## config.mk

```make
export PLATFORM = sky130hd
export DESIGN_NAME = concat_top
export DESIGN_NICKNAME = d
export VERILOG_FILES = /design/src/cat_pkg.sv /design/src/cat_stream_if.sv /design/src/frame_concat.sv /design/src/stream_skid_reg.sv /design/src/concat_top.sv
export VERILOG_INCLUDE_DIRS = /design/src /design/src/src
export SDC_FILE = /design/constraint.sdc
export NUM_CORES = 1
export LEC_CHECK = 0
export ABC_AREA = 0
export BUFFER_PORTS_ARGS = -buffer_cell sky130_fd_sc_hd__buf_2
export CAP_MARGIN = 20
export CELL_PAD_IN_SITES_DETAIL_PLACEMENT = 0
export CELL_PAD_IN_SITES_GLOBAL_PLACEMENT = 1
export CORE_ASPECT_RATIO = 1.5
export CORE_MARGIN = 2
export CORE_UTILIZATION = 36
export CTS_CLUSTER_DIAMETER = 200
export DETAILED_ROUTE_END_ITERATION = 8
export MAX_ROUTING_LAYER = met4
export PLACE_DENSITY_LB_ADDON = 0.05
export SLEW_MARGIN = 40
export SYNTH_ARGS = -nofsm -noshare
export SYNTH_HDL_FRONTEND = slang
export SYNTH_SLANG_ARGS = --single-unit
```

## constraint.sdc

```tcl
create_clock -name clk -period 3.2 [get_ports clk]
set_input_delay 0.48 -clock clk [delete_from_list [all_inputs] [get_ports clk]]
set_output_delay 0.48 -clock clk [all_outputs]
set_load 0.01 [all_outputs]
```

## src/cat_consts.svh

```systemverilog
// fixed build constants; CAT_DATA_W must be 8 * CAT_KEEP_W and CAT_S_COUNT must not exceed 4
`ifndef CAT_CONSTS_SVH
`define CAT_CONSTS_SVH

// number of input streams joined into one frame
`define CAT_S_COUNT 3

// beat width in bits
`define CAT_DATA_W 32

// byte lanes per beat
`define CAT_KEEP_W 4

`endif

```

## src/cat_pkg.sv

```systemverilog
// shared stream types; widths follow the macros in the constants header
`include "cat_consts.svh"

package cat_pkg;

    // one beat of payload
    typedef logic [`CAT_DATA_W-1:0] data_t;

    // byte lane enables, contiguous from lane 0 on every input beat
    typedef logic [`CAT_KEEP_W-1:0] keep_t;

    // byte position inside a beat
    typedef logic [$clog2(`CAT_KEEP_W)-1:0] lane_t;

    // index of the source currently granted
    typedef logic [1:0] sel_t;

endpackage

```

## src/cat_stream_if.sv

```systemverilog
// byte stream with valid/ready handshake; a beat moves when tvalid and tready are both high
`timescale 1ns/1ps

interface cat_stream_if;

    cat_pkg::data_t tdata;
    cat_pkg::keep_t tkeep;
    logic           tvalid;
    logic           tlast;
    logic           tready;

    // driving side
    modport src (
        output tdata,
        output tkeep,
        output tvalid,
        output tlast,
        input  tready
    );

    // receiving side
    modport snk (
        input  tdata,
        input  tkeep,
        input  tvalid,
        input  tlast,
        output tready
    );

endinterface

```

## src/frame_concat.sv

```systemverilog
// input keep must be contiguous from lane 0 and nonzero; unaligned input runs at half rate
`timescale 1ns/1ps
`include "cat_consts.svh"

module frame_concat (
    input  logic      clk,
    input  logic      rst,
    cat_stream_if.snk src [`CAT_S_COUNT],
    cat_stream_if.src dst
);

    // flattened source signals
    cat_pkg::data_t             s_tdata [`CAT_S_COUNT];
    cat_pkg::keep_t             s_tkeep [`CAT_S_COUNT];
    logic [`CAT_S_COUNT-1:0]    s_tvalid;
    logic [`CAT_S_COUNT-1:0]    s_tlast;

    cat_pkg::sel_t              sel_reg;
    cat_pkg::sel_t              sel_next;
    logic [`CAT_S_COUNT-1:0]    ready_reg;
    logic [`CAT_S_COUNT-1:0]    ready_next;

    // two-word holding register, the lower word is what dst sees
    logic [2*`CAT_DATA_W-1:0]   hold_data;
    logic [2*`CAT_DATA_W-1:0]   hold_data_next;
    logic [2*`CAT_KEEP_W-1:0]   hold_keep;
    logic [2*`CAT_KEEP_W-1:0]   hold_keep_next;
    logic [1:0]                 hold_last;
    logic [1:0]                 hold_last_next;
    cat_pkg::lane_t             offset_reg;
    cat_pkg::lane_t             offset_next;

    cat_pkg::data_t             cur_tdata;
    cat_pkg::keep_t             cur_tkeep;
    logic                       cur_tvalid;
    logic                       cur_tlast;
    logic                       accept;
    logic                       final_seg;
    logic [$clog2(`CAT_KEEP_W):0] byte_count;
    logic [$clog2(`CAT_KEEP_W):0] wr_pos;

    for (genvar i = 0; i < `CAT_S_COUNT; i++) begin : g_src
        assign s_tdata[i]    = src[i].tdata;
        assign s_tkeep[i]    = src[i].tkeep;
        assign s_tvalid[i]   = src[i].tvalid;
        assign s_tlast[i]    = src[i].tlast;
        assign src[i].tready = ready_reg[i];
    end

    // selected source
    assign cur_tdata  = s_tdata[sel_reg];
    assign cur_tkeep  = s_tkeep[sel_reg];
    assign cur_tvalid = s_tvalid[sel_reg];
    assign cur_tlast  = s_tlast[sel_reg];
    assign accept     = cur_tvalid && ready_reg[sel_reg];
    assign final_seg  = sel_reg == cat_pkg::sel_t'(`CAT_S_COUNT - 1);

    assign dst.tdata  = hold_data[`CAT_DATA_W-1:0];
    assign dst.tkeep  = hold_keep[`CAT_KEEP_W-1:0];
    assign dst.tvalid = hold_keep[`CAT_KEEP_W-1] || hold_last[0];
    assign dst.tlast  = hold_last[0];

    // highest set lane gives the byte count
    always_comb begin
        byte_count = '0;
        for (int k = 0; k < `CAT_KEEP_W; k++) begin
            if (cur_tkeep[k]) begin
                byte_count = ($clog2(`CAT_KEEP_W) + 1)'(k + 1);
            end
        end
    end

    // round robin, advance after each segment's tlast
    always_comb begin
        sel_next = sel_reg;
        if (accept && cur_tlast) begin
            if (final_seg) begin
                sel_next = '0;
            end else begin
                sel_next = cat_pkg::sel_t'(sel_reg + 1'b1);
            end
        end
    end

    always_comb begin
        hold_data_next = hold_data;
        hold_keep_next = hold_keep;
        hold_last_next = hold_last;
        offset_next    = offset_reg;
        wr_pos         = '0;

        // lower word leaves, upper word drops into its place
        if (dst.tvalid && dst.tready) begin
            hold_data_next[`CAT_DATA_W-1:0] = hold_data[2*`CAT_DATA_W-1:`CAT_DATA_W];
            hold_keep_next = {{`CAT_KEEP_W{1'b0}}, hold_keep[2*`CAT_KEEP_W-1:`CAT_KEEP_W]};
            hold_last_next = {1'b0, hold_last[1]};
        end

        if (accept) begin
            // a full or closed lower word pushes the write up one word
            wr_pos = {hold_keep_next[`CAT_KEEP_W-1] | hold_last_next[0], offset_reg};
            hold_data_next[wr_pos*(`CAT_DATA_W/`CAT_KEEP_W) +: `CAT_DATA_W] = cur_tdata;
            hold_keep_next[wr_pos +: `CAT_KEEP_W] = cur_tkeep;
            offset_next = offset_reg + cat_pkg::lane_t'(byte_count);

            // end of combined frame; next frame starts on a fresh word
            if (cur_tlast && final_seg) begin
                offset_next = '0;
                if (hold_keep_next[`CAT_KEEP_W]) begin
                    hold_last_next[1] = 1'b1;
                end else begin
                    hold_last_next[0] = 1'b1;
                end
            end
        end
    end

    // a whole beat always fits while the upper word is empty
    always_comb begin
        ready_next = '0;
        ready_next[sel_next] = !hold_keep_next[`CAT_KEEP_W] && s_tvalid[sel_next];
    end

    always_ff @(posedge clk) begin
        if (rst) begin
            sel_reg    <= '0;
            ready_reg  <= '0;
            hold_keep  <= '0;
            hold_last  <= '0;
            offset_reg <= '0;
        end else begin
            sel_reg    <= sel_next;
            ready_reg  <= ready_next;
            hold_keep  <= hold_keep_next;
            hold_last  <= hold_last_next;
            offset_reg <= offset_next;
        end
        hold_data <= hold_data_next;
    end

endmodule

```

## src/stream_skid_reg.sv

```systemverilog
// registered output with one spare entry; upstream ready lags by one cycle
`timescale 1ns/1ps

module stream_skid_reg (
    input  logic             clk,
    input  logic             rst,
    cat_stream_if.snk        up,
    output cat_pkg::data_t   tdata,
    output cat_pkg::keep_t   tkeep,
    output logic             tvalid,
    output logic             tlast,
    input  logic             tready
);

    logic           ready_reg;
    logic           ready_early;
    logic           up_xfer;

    // presented beat
    cat_pkg::data_t out_data;
    cat_pkg::keep_t out_keep;
    logic           out_last;
    logic           out_valid;
    logic           out_valid_next;

    // spare entry
    cat_pkg::data_t temp_data;
    cat_pkg::keep_t temp_keep;
    logic           temp_last;
    logic           temp_valid;
    logic           temp_valid_next;

    logic           load_out;
    logic           load_temp;
    logic           temp_to_out;

    assign up.tready = ready_reg;
    assign up_xfer   = up.tvalid && ready_reg;

    assign tdata  = out_data;
    assign tkeep  = out_keep;
    assign tvalid = out_valid;
    assign tlast  = out_last;

    // stay ready unless the spare entry could fill this cycle
    assign ready_early = tready || (!temp_valid && (!out_valid || !up_xfer));

    always_comb begin
        out_valid_next  = out_valid;
        temp_valid_next = temp_valid;
        load_out        = 1'b0;
        load_temp       = 1'b0;
        temp_to_out     = 1'b0;

        if (ready_reg) begin
            if (tready || !out_valid) begin
                out_valid_next = up.tvalid;
                load_out       = 1'b1;
            end else begin
                temp_valid_next = up.tvalid;
                load_temp       = 1'b1;
            end
        end else if (tready) begin
            // drain spare entry
            out_valid_next  = temp_valid;
            temp_valid_next = 1'b0;
            temp_to_out     = 1'b1;
        end
    end

    always_ff @(posedge clk) begin
        if (rst) begin
            ready_reg  <= 1'b0;
            out_valid  <= 1'b0;
            temp_valid <= 1'b0;
        end else begin
            ready_reg  <= ready_early;
            out_valid  <= out_valid_next;
            temp_valid <= temp_valid_next;
        end

        if (load_out) begin
            out_data <= up.tdata;
            out_keep <= up.tkeep;
            out_last <= up.tlast;
        end else if (temp_to_out) begin
            out_data <= temp_data;
            out_keep <= temp_keep;
            out_last <= temp_last;
        end

        if (load_temp) begin
            temp_data <= up.tdata;
            temp_keep <= up.tkeep;
            temp_last <= up.tlast;
        end
    end

endmodule

```

## src/concat_top.sv

```systemverilog
// joins one segment per source into one output frame; first output beat comes 2+ cycles late
`timescale 1ns/1ps
`include "cat_consts.svh"

module concat_top (
    input  logic                    clk,
    input  logic                    rst,

    // per-source input streams
    input  cat_pkg::data_t          s_tdata [`CAT_S_COUNT],
    input  cat_pkg::keep_t          s_tkeep [`CAT_S_COUNT],
    input  logic [`CAT_S_COUNT-1:0] s_tvalid,
    input  logic [`CAT_S_COUNT-1:0] s_tlast,
    output logic [`CAT_S_COUNT-1:0] s_tready,

    // combined output stream
    output cat_pkg::data_t          m_tdata,
    output cat_pkg::keep_t          m_tkeep,
    output logic                    m_tvalid,
    output logic                    m_tlast,
    input  logic                    m_tready
);

    cat_stream_if src_if [`CAT_S_COUNT] ();
    cat_stream_if mid_if ();

    for (genvar i = 0; i < `CAT_S_COUNT; i++) begin : g_in
        assign src_if[i].tdata  = s_tdata[i];
        assign src_if[i].tkeep  = s_tkeep[i];
        assign src_if[i].tvalid = s_tvalid[i];
        assign src_if[i].tlast  = s_tlast[i];
        assign s_tready[i]      = src_if[i].tready;
    end

    // select and repack
    frame_concat concat_i (
        .clk (clk),
        .rst (rst),
        .src (src_if),
        .dst (mid_if)
    );

    // output register, absorbs back-pressure
    stream_skid_reg skid_i (
        .clk    (clk),
        .rst    (rst),
        .up     (mid_if),
        .tdata  (m_tdata),
        .tkeep  (m_tkeep),
        .tvalid (m_tvalid),
        .tlast  (m_tlast),
        .tready (m_tready)
    );

endmodule

```

# Yosys cells after proc, flatten, opt, wreduce, memory -nomap -nowiden
# Index checks and enable logic that the tools add are counted.
# totals
register_bits,158
inputBits,117
output_inout_bits,41
# op_classes
n_addsub,4
order_cmp,4
n_eq_ne,3
n_shift,4
mux,52
bitwise,3
n_reduce_logical,19
# op_table
op,n
32-bit two-way mux,6
32-bit binary-select mux with 2-bit select,1
64-bit bitwise mux,1
"32-bit by 34-bit variable shift with 64-bit output, first input constant",1
32-bit by 34-bit indexed part select with 64-bit output,1
6-bit negator with 34-bit output,1
1-bit two-way mux,22
2-bit two-way mux,9
4-bit two-way mux,4
8-bit two-way mux,2
1-bit binary-select mux with 2-bit select,4
4-bit binary-select mux with 2-bit select,1
8-bit bitwise mux,1
"4-bit by 5-bit variable shift with 8-bit output, first input constant",1
4-bit by 5-bit indexed part select with 8-bit output,1
1-bit logical AND,7
"2-bit by 3-bit < comparator with 1-bit output, second input constant",2
3-bit negator with 5-bit output,1
1-bit zero test,4
1-bit logical OR,4
"2-bit != test, second input constant",2
2-bit AND reduction,2
2-bit nonzero test,2
3-bit AND,1
8 further kinds,8

# Logic depth before layout (Yosys ltp)
# depth
depth_word,11
depth_mapped,12
depth_no_buf,9

# By module
# From an unflattened synthesis, not the netlist that was laid out.
# hier_totals
cells_unflattened,794
area_unflattened_um2,9031.2
# by_module_without_submodules
module,n_inst,cells_per_inst,area_per_inst_um2,seq_area_each_um2
frame_concat,1,657,6010.8,1941.9
stream_skid_reg,1,134,2997.9,2282.2
concat_top,1,3,22.5,0.0

# Worst setup path before layout
# No wires, ideal clock.
# synth_timing
path_type,register -> register
start,"reg, netlist name concat_i.offset_reg[0]"
end,reg concat_i.hold_data[40] (enable)
setup_time_ns,0.391
arrival_time_ns,2.788
setup_slack_ns,0.020
path_stages_with_launch,9
synth_period_minus_slack_ns,3.180
path_cell_list,dfxtp_1 buf_2 clkinv_1 clkbuf_1 ha_1 ha_1 clkbuf_1 mux2i_1 a211oi_1
# synth_rtl
item,line,rtl
"end signal, assigned",frame_concat.sv:138,hold_data <= hold_data_next;
"end, declared",frame_concat.sv:24,logic [2*`CAT_DATA_W-1:0] hold_data;

# Final worst setup path
# layout_timing
start,"reg skid_i.ready_reg, in the netlist skid_i.up.tready"
end,reg concat_i.hold_data[24]
# layout_between
elab_chain_len,7
# layout_rtl
item,line,rtl
"start, declared",stream_skid_reg.sv:15,logic ready_reg;
"start signal, assigned",stream_skid_reg.sv:77,ready_reg <= ready_early;
1-bit logical AND *,frame_concat.sv:93,if (dst.tvalid && dst.tready) begin
8-bit two-way mux or 2-bit two-way mux (tied branches),frame_concat.sv:93,
1-bit bitwise OR,frame_concat.sv:101,"wr_pos = {hold_keep_next[`CAT_KEEP_W-1] | hold_last_next[0], offset_reg};"
6-bit negator with 34-bit output,frame_concat.sv:102,hold_data_next[wr_pos*(`CAT_DATA_W/`CAT_KEEP_W) +: `CAT_DATA_W] = cur_tdata;
32-bit by 34-bit indexed part select with 64-bit output or 32-bit by 34-bit variable shift with 64-bit output (tied branches),frame_concat.sv:102,
64-bit bitwise mux,frame_concat.sv:102,
32-bit two-way mux *,frame_concat.sv:99,if (accept) begin
net concat_i.hold_data_next[24],frame_concat.sv:25,logic [2*`CAT_DATA_W-1:0] hold_data_next;
# Mark *: on every way through the listed nets, which the timed path passes. The rest lies on a longest branch.
# A chain may end at the register's enable or synchronous reset.

==> impl_results.md <==
- DR vias/cell: ~5.5
- Reg clk slew, reported paths: 0.06 ns
- Vias: around 6700
- Post-CTS sizing: 0
- Avg WL per Cell: roughly 21 µm
- Setup bufs post-CTS: 0
- Placer congestion estimate: between 0.8 and 0.9
- Period utilization: 0.883
- Vias in the first global route: 6628
- Finished Cell Area: between 10000 and 15000 µm²
- CP arrival: about 3.2 ns
- H-Tree Depth: 4
- Global-route wire length before repair: 38800 µm
- All-Layer GR Usage: 0.213
- CP Max Fanout: 10
- Standard-cell rows: ~70
- PD cells: between 500 and 600 nW/µm²
- Initial antenna violation count: 0
- Max Slew Vio Count: 0
- Total grt overflow: 0
- CP Capture Type: flop
- Clock period minus worst slack: 2.83 ns
- Fill cells: 2264
- Synth Area in XOR/XNOR: 0
- Clock Latency Late Sink: ~0.43 ns
- Die extent in y: between 150 and 200 µm
- Unrepaired setup endpoints after global routing: false
- Antenna diodes: 0
- Largest reg by FF count: concat_i.hold_data
- Worst slack, placed: around 0.43 ns
- Hold Buf Count CTS: 0
- Met2 usage: 0.355
- Ratio of cells with drive above 1 in the final layout: 0.304
- Total of max-cap violations: 0
- # DRC: 0
- Syn_area_per_cell: ~12 µm²
- Gr busiest metal: met2
- Number of flops mapped to enable cells by yosys: about 110
- Netlist cell types: 60
- # nets final: ~1000
- Post-synthesis cell count: roughly 740
- Max reg flops: between 60 and 70
- TritonCTS Buffers: 17
- M1 GR Usage: 0.268
- Hold Vio Cnt, Final: 0
- Worst vdd ir: roughly 360 µV
- Critical path class: flop to flop
- Met3 usage: 0.0246
- Starting DRC count in detailed routing: around 400
- Clk sink count: roughly 160
- Top_reg_cell synth: edfxtp_1
- Die X: between 100 and 150 µm
- Hold slack: about 0.38 ns
- CTS tree: done
- Worst Clk Skew: 0.00976 ns
- Hpwl dp: ~20000 µm
- Final setup vio count: 0
- CTS Root Cell: clkbuf_16
- Mapped Nets: between 800 and 900
- HP Class: primary input to flop
- Area fraction of the dominant cell type after synthesis: 0.371
- Fraction of synthesized area in multiplexers: 0.201
- Placed inst area: a little under 10000 µm²
- Worst Tran Pin Value: ~0.7 ns
- Synth Area in Simple Gates: 0.101
- Flops & latches, synth: 158
- Worst Path Required: ~3.5 ns
- Seq/Total Area, Yosys: 0.492
- Area grow syn2layout: 20.7%
- Pleak: 4.27 nW
- Setup WS post-layout: roughly 0.37 ns
- Top post-synthesis cells by area: edfxtp_1 (37%), mux2i_1 (13%), dfxtp_1 (12%)
- Relative slew slack: 0.533
- Final Power: around 5.9 mW
- Main combinational cell family by area after synthesis: multiplexers
- Achievable frequency: between 0.3 and 0.4 GHz
- Routed WL: about 25000 µm
- Max Buffers Root-to-Sink: 2
- Die footprint: 25100 µm²
- I/O pin count: 158
- Drt first pass iters: 5
- YS warnings: 0
- Setup TNS: 0 ns
- Count leader, synth: mux2i_1
- Asr flop ratio synth: 0
- Outcome: completed
- Yosys top cell by area: edfxtp_1
- Post-Syn Area: 8580 µm²
- Initial Util: 0.364
- Largest net degree at the start of global routing: 45
- Synth cell count leaders: mux2i_1 (108), edfxtp_1 (106), nor2_1 (65)
- Startpoint types: flop
- PortBufs: about 160
- Antenna Nets Post-Route: 0
- Area fraction in compound gates after synthesis: 0.158
- Core area: roughly 24000 µm²
- Adder-cell share of the synthesized area: 0.00875
-- report_power, final --
group	internal [mW]	leakage [nW]	switching, mW
logic	0.521	2.51	0.582
registers	2.52	1.45	0.197
clock network	1.24	0.302	0.810
-- final cells by class --
| class | count | area [µm²] | share of cell area |
|---|---|---|---|
| well taps | 319 | 399 | 0.0385 |
| inverters | 12 | 45.0 | 0.00435 |
| clock inverters | 5 | 36.3 | 0.00350 |
| multi-input cells | 520 | 4050 | 0.391 |
| repair buffers | 186 | 1030 | 0.0993 |
| flip-flops and latches | 158 | 4230 | 0.408 |
| clock buffers | 27 | 571 | 0.0551 |
-- per-stage QoR --
stage | cells | util
global placement | 1195 | 0.414
global route | 1227 | 0.440
CTS | 1227 | 0.440
finish | 1227 | 0.440
floorplan | 744 | -
detailed placement | 1195 | 0.414
-- cell families after synthesis --
family | count (synthesis)
AO/OA/AOI/OAI | 183
adder cells (fa/ha/maj) | 6
buffers and inverters | 66
flip-flops | 158
multiplexers | 158
AND/OR/NAND/NOR | 173
-- critical path, cell delays in order (launching register included) --
cell	delay, ns
dfxtp_1	0.43
nor3b_4	0.29
or2_2	0.17
ha_1	0.37
nor2b_1	0.24
o2111a_1	0.34
a31o_2	0.19
nand3_1	0.37
o211ai_1	0.33
-- cells in the final DEF (no fill, tap or decap), drive strengths merged, types with 22 or more instances in the layout --
master	synthesis	routed
edfxtp	106	106
clkbuf	24	27
a2bb2oi	34	34
mux2	42	42
buf	30	186
a21oi	33	33
o22ai	24	24
dfxtp	52	52
nand2	26	26
nand2b	22	22
nor2	65	65
mux2i	109	109
-- routing by layer --
metal	up-vias	routed length, µm
li1	3201	-
met5	-	0
met1	3200	10900
met4	0	542
met3	33	1230
met2	258	12600
-- final timing paths --
path | start | to | slack (ns) | depth (start not counted)
setup / recovery | skid_i.up.tready | concat_i.hold_data[24] | 0.37 | 8
setup reg to reg | skid_i.up.tready | concat_i.hold_data[24] | 0.37 | 8
hold reg to reg | concat_i.hold_data[21] | skid_i.temp_data[21] | 0.46 | 0
hold / removal | m_tready | skid_i.tvalid | 0.38 | 3
(Power assumes the default switching activity.)
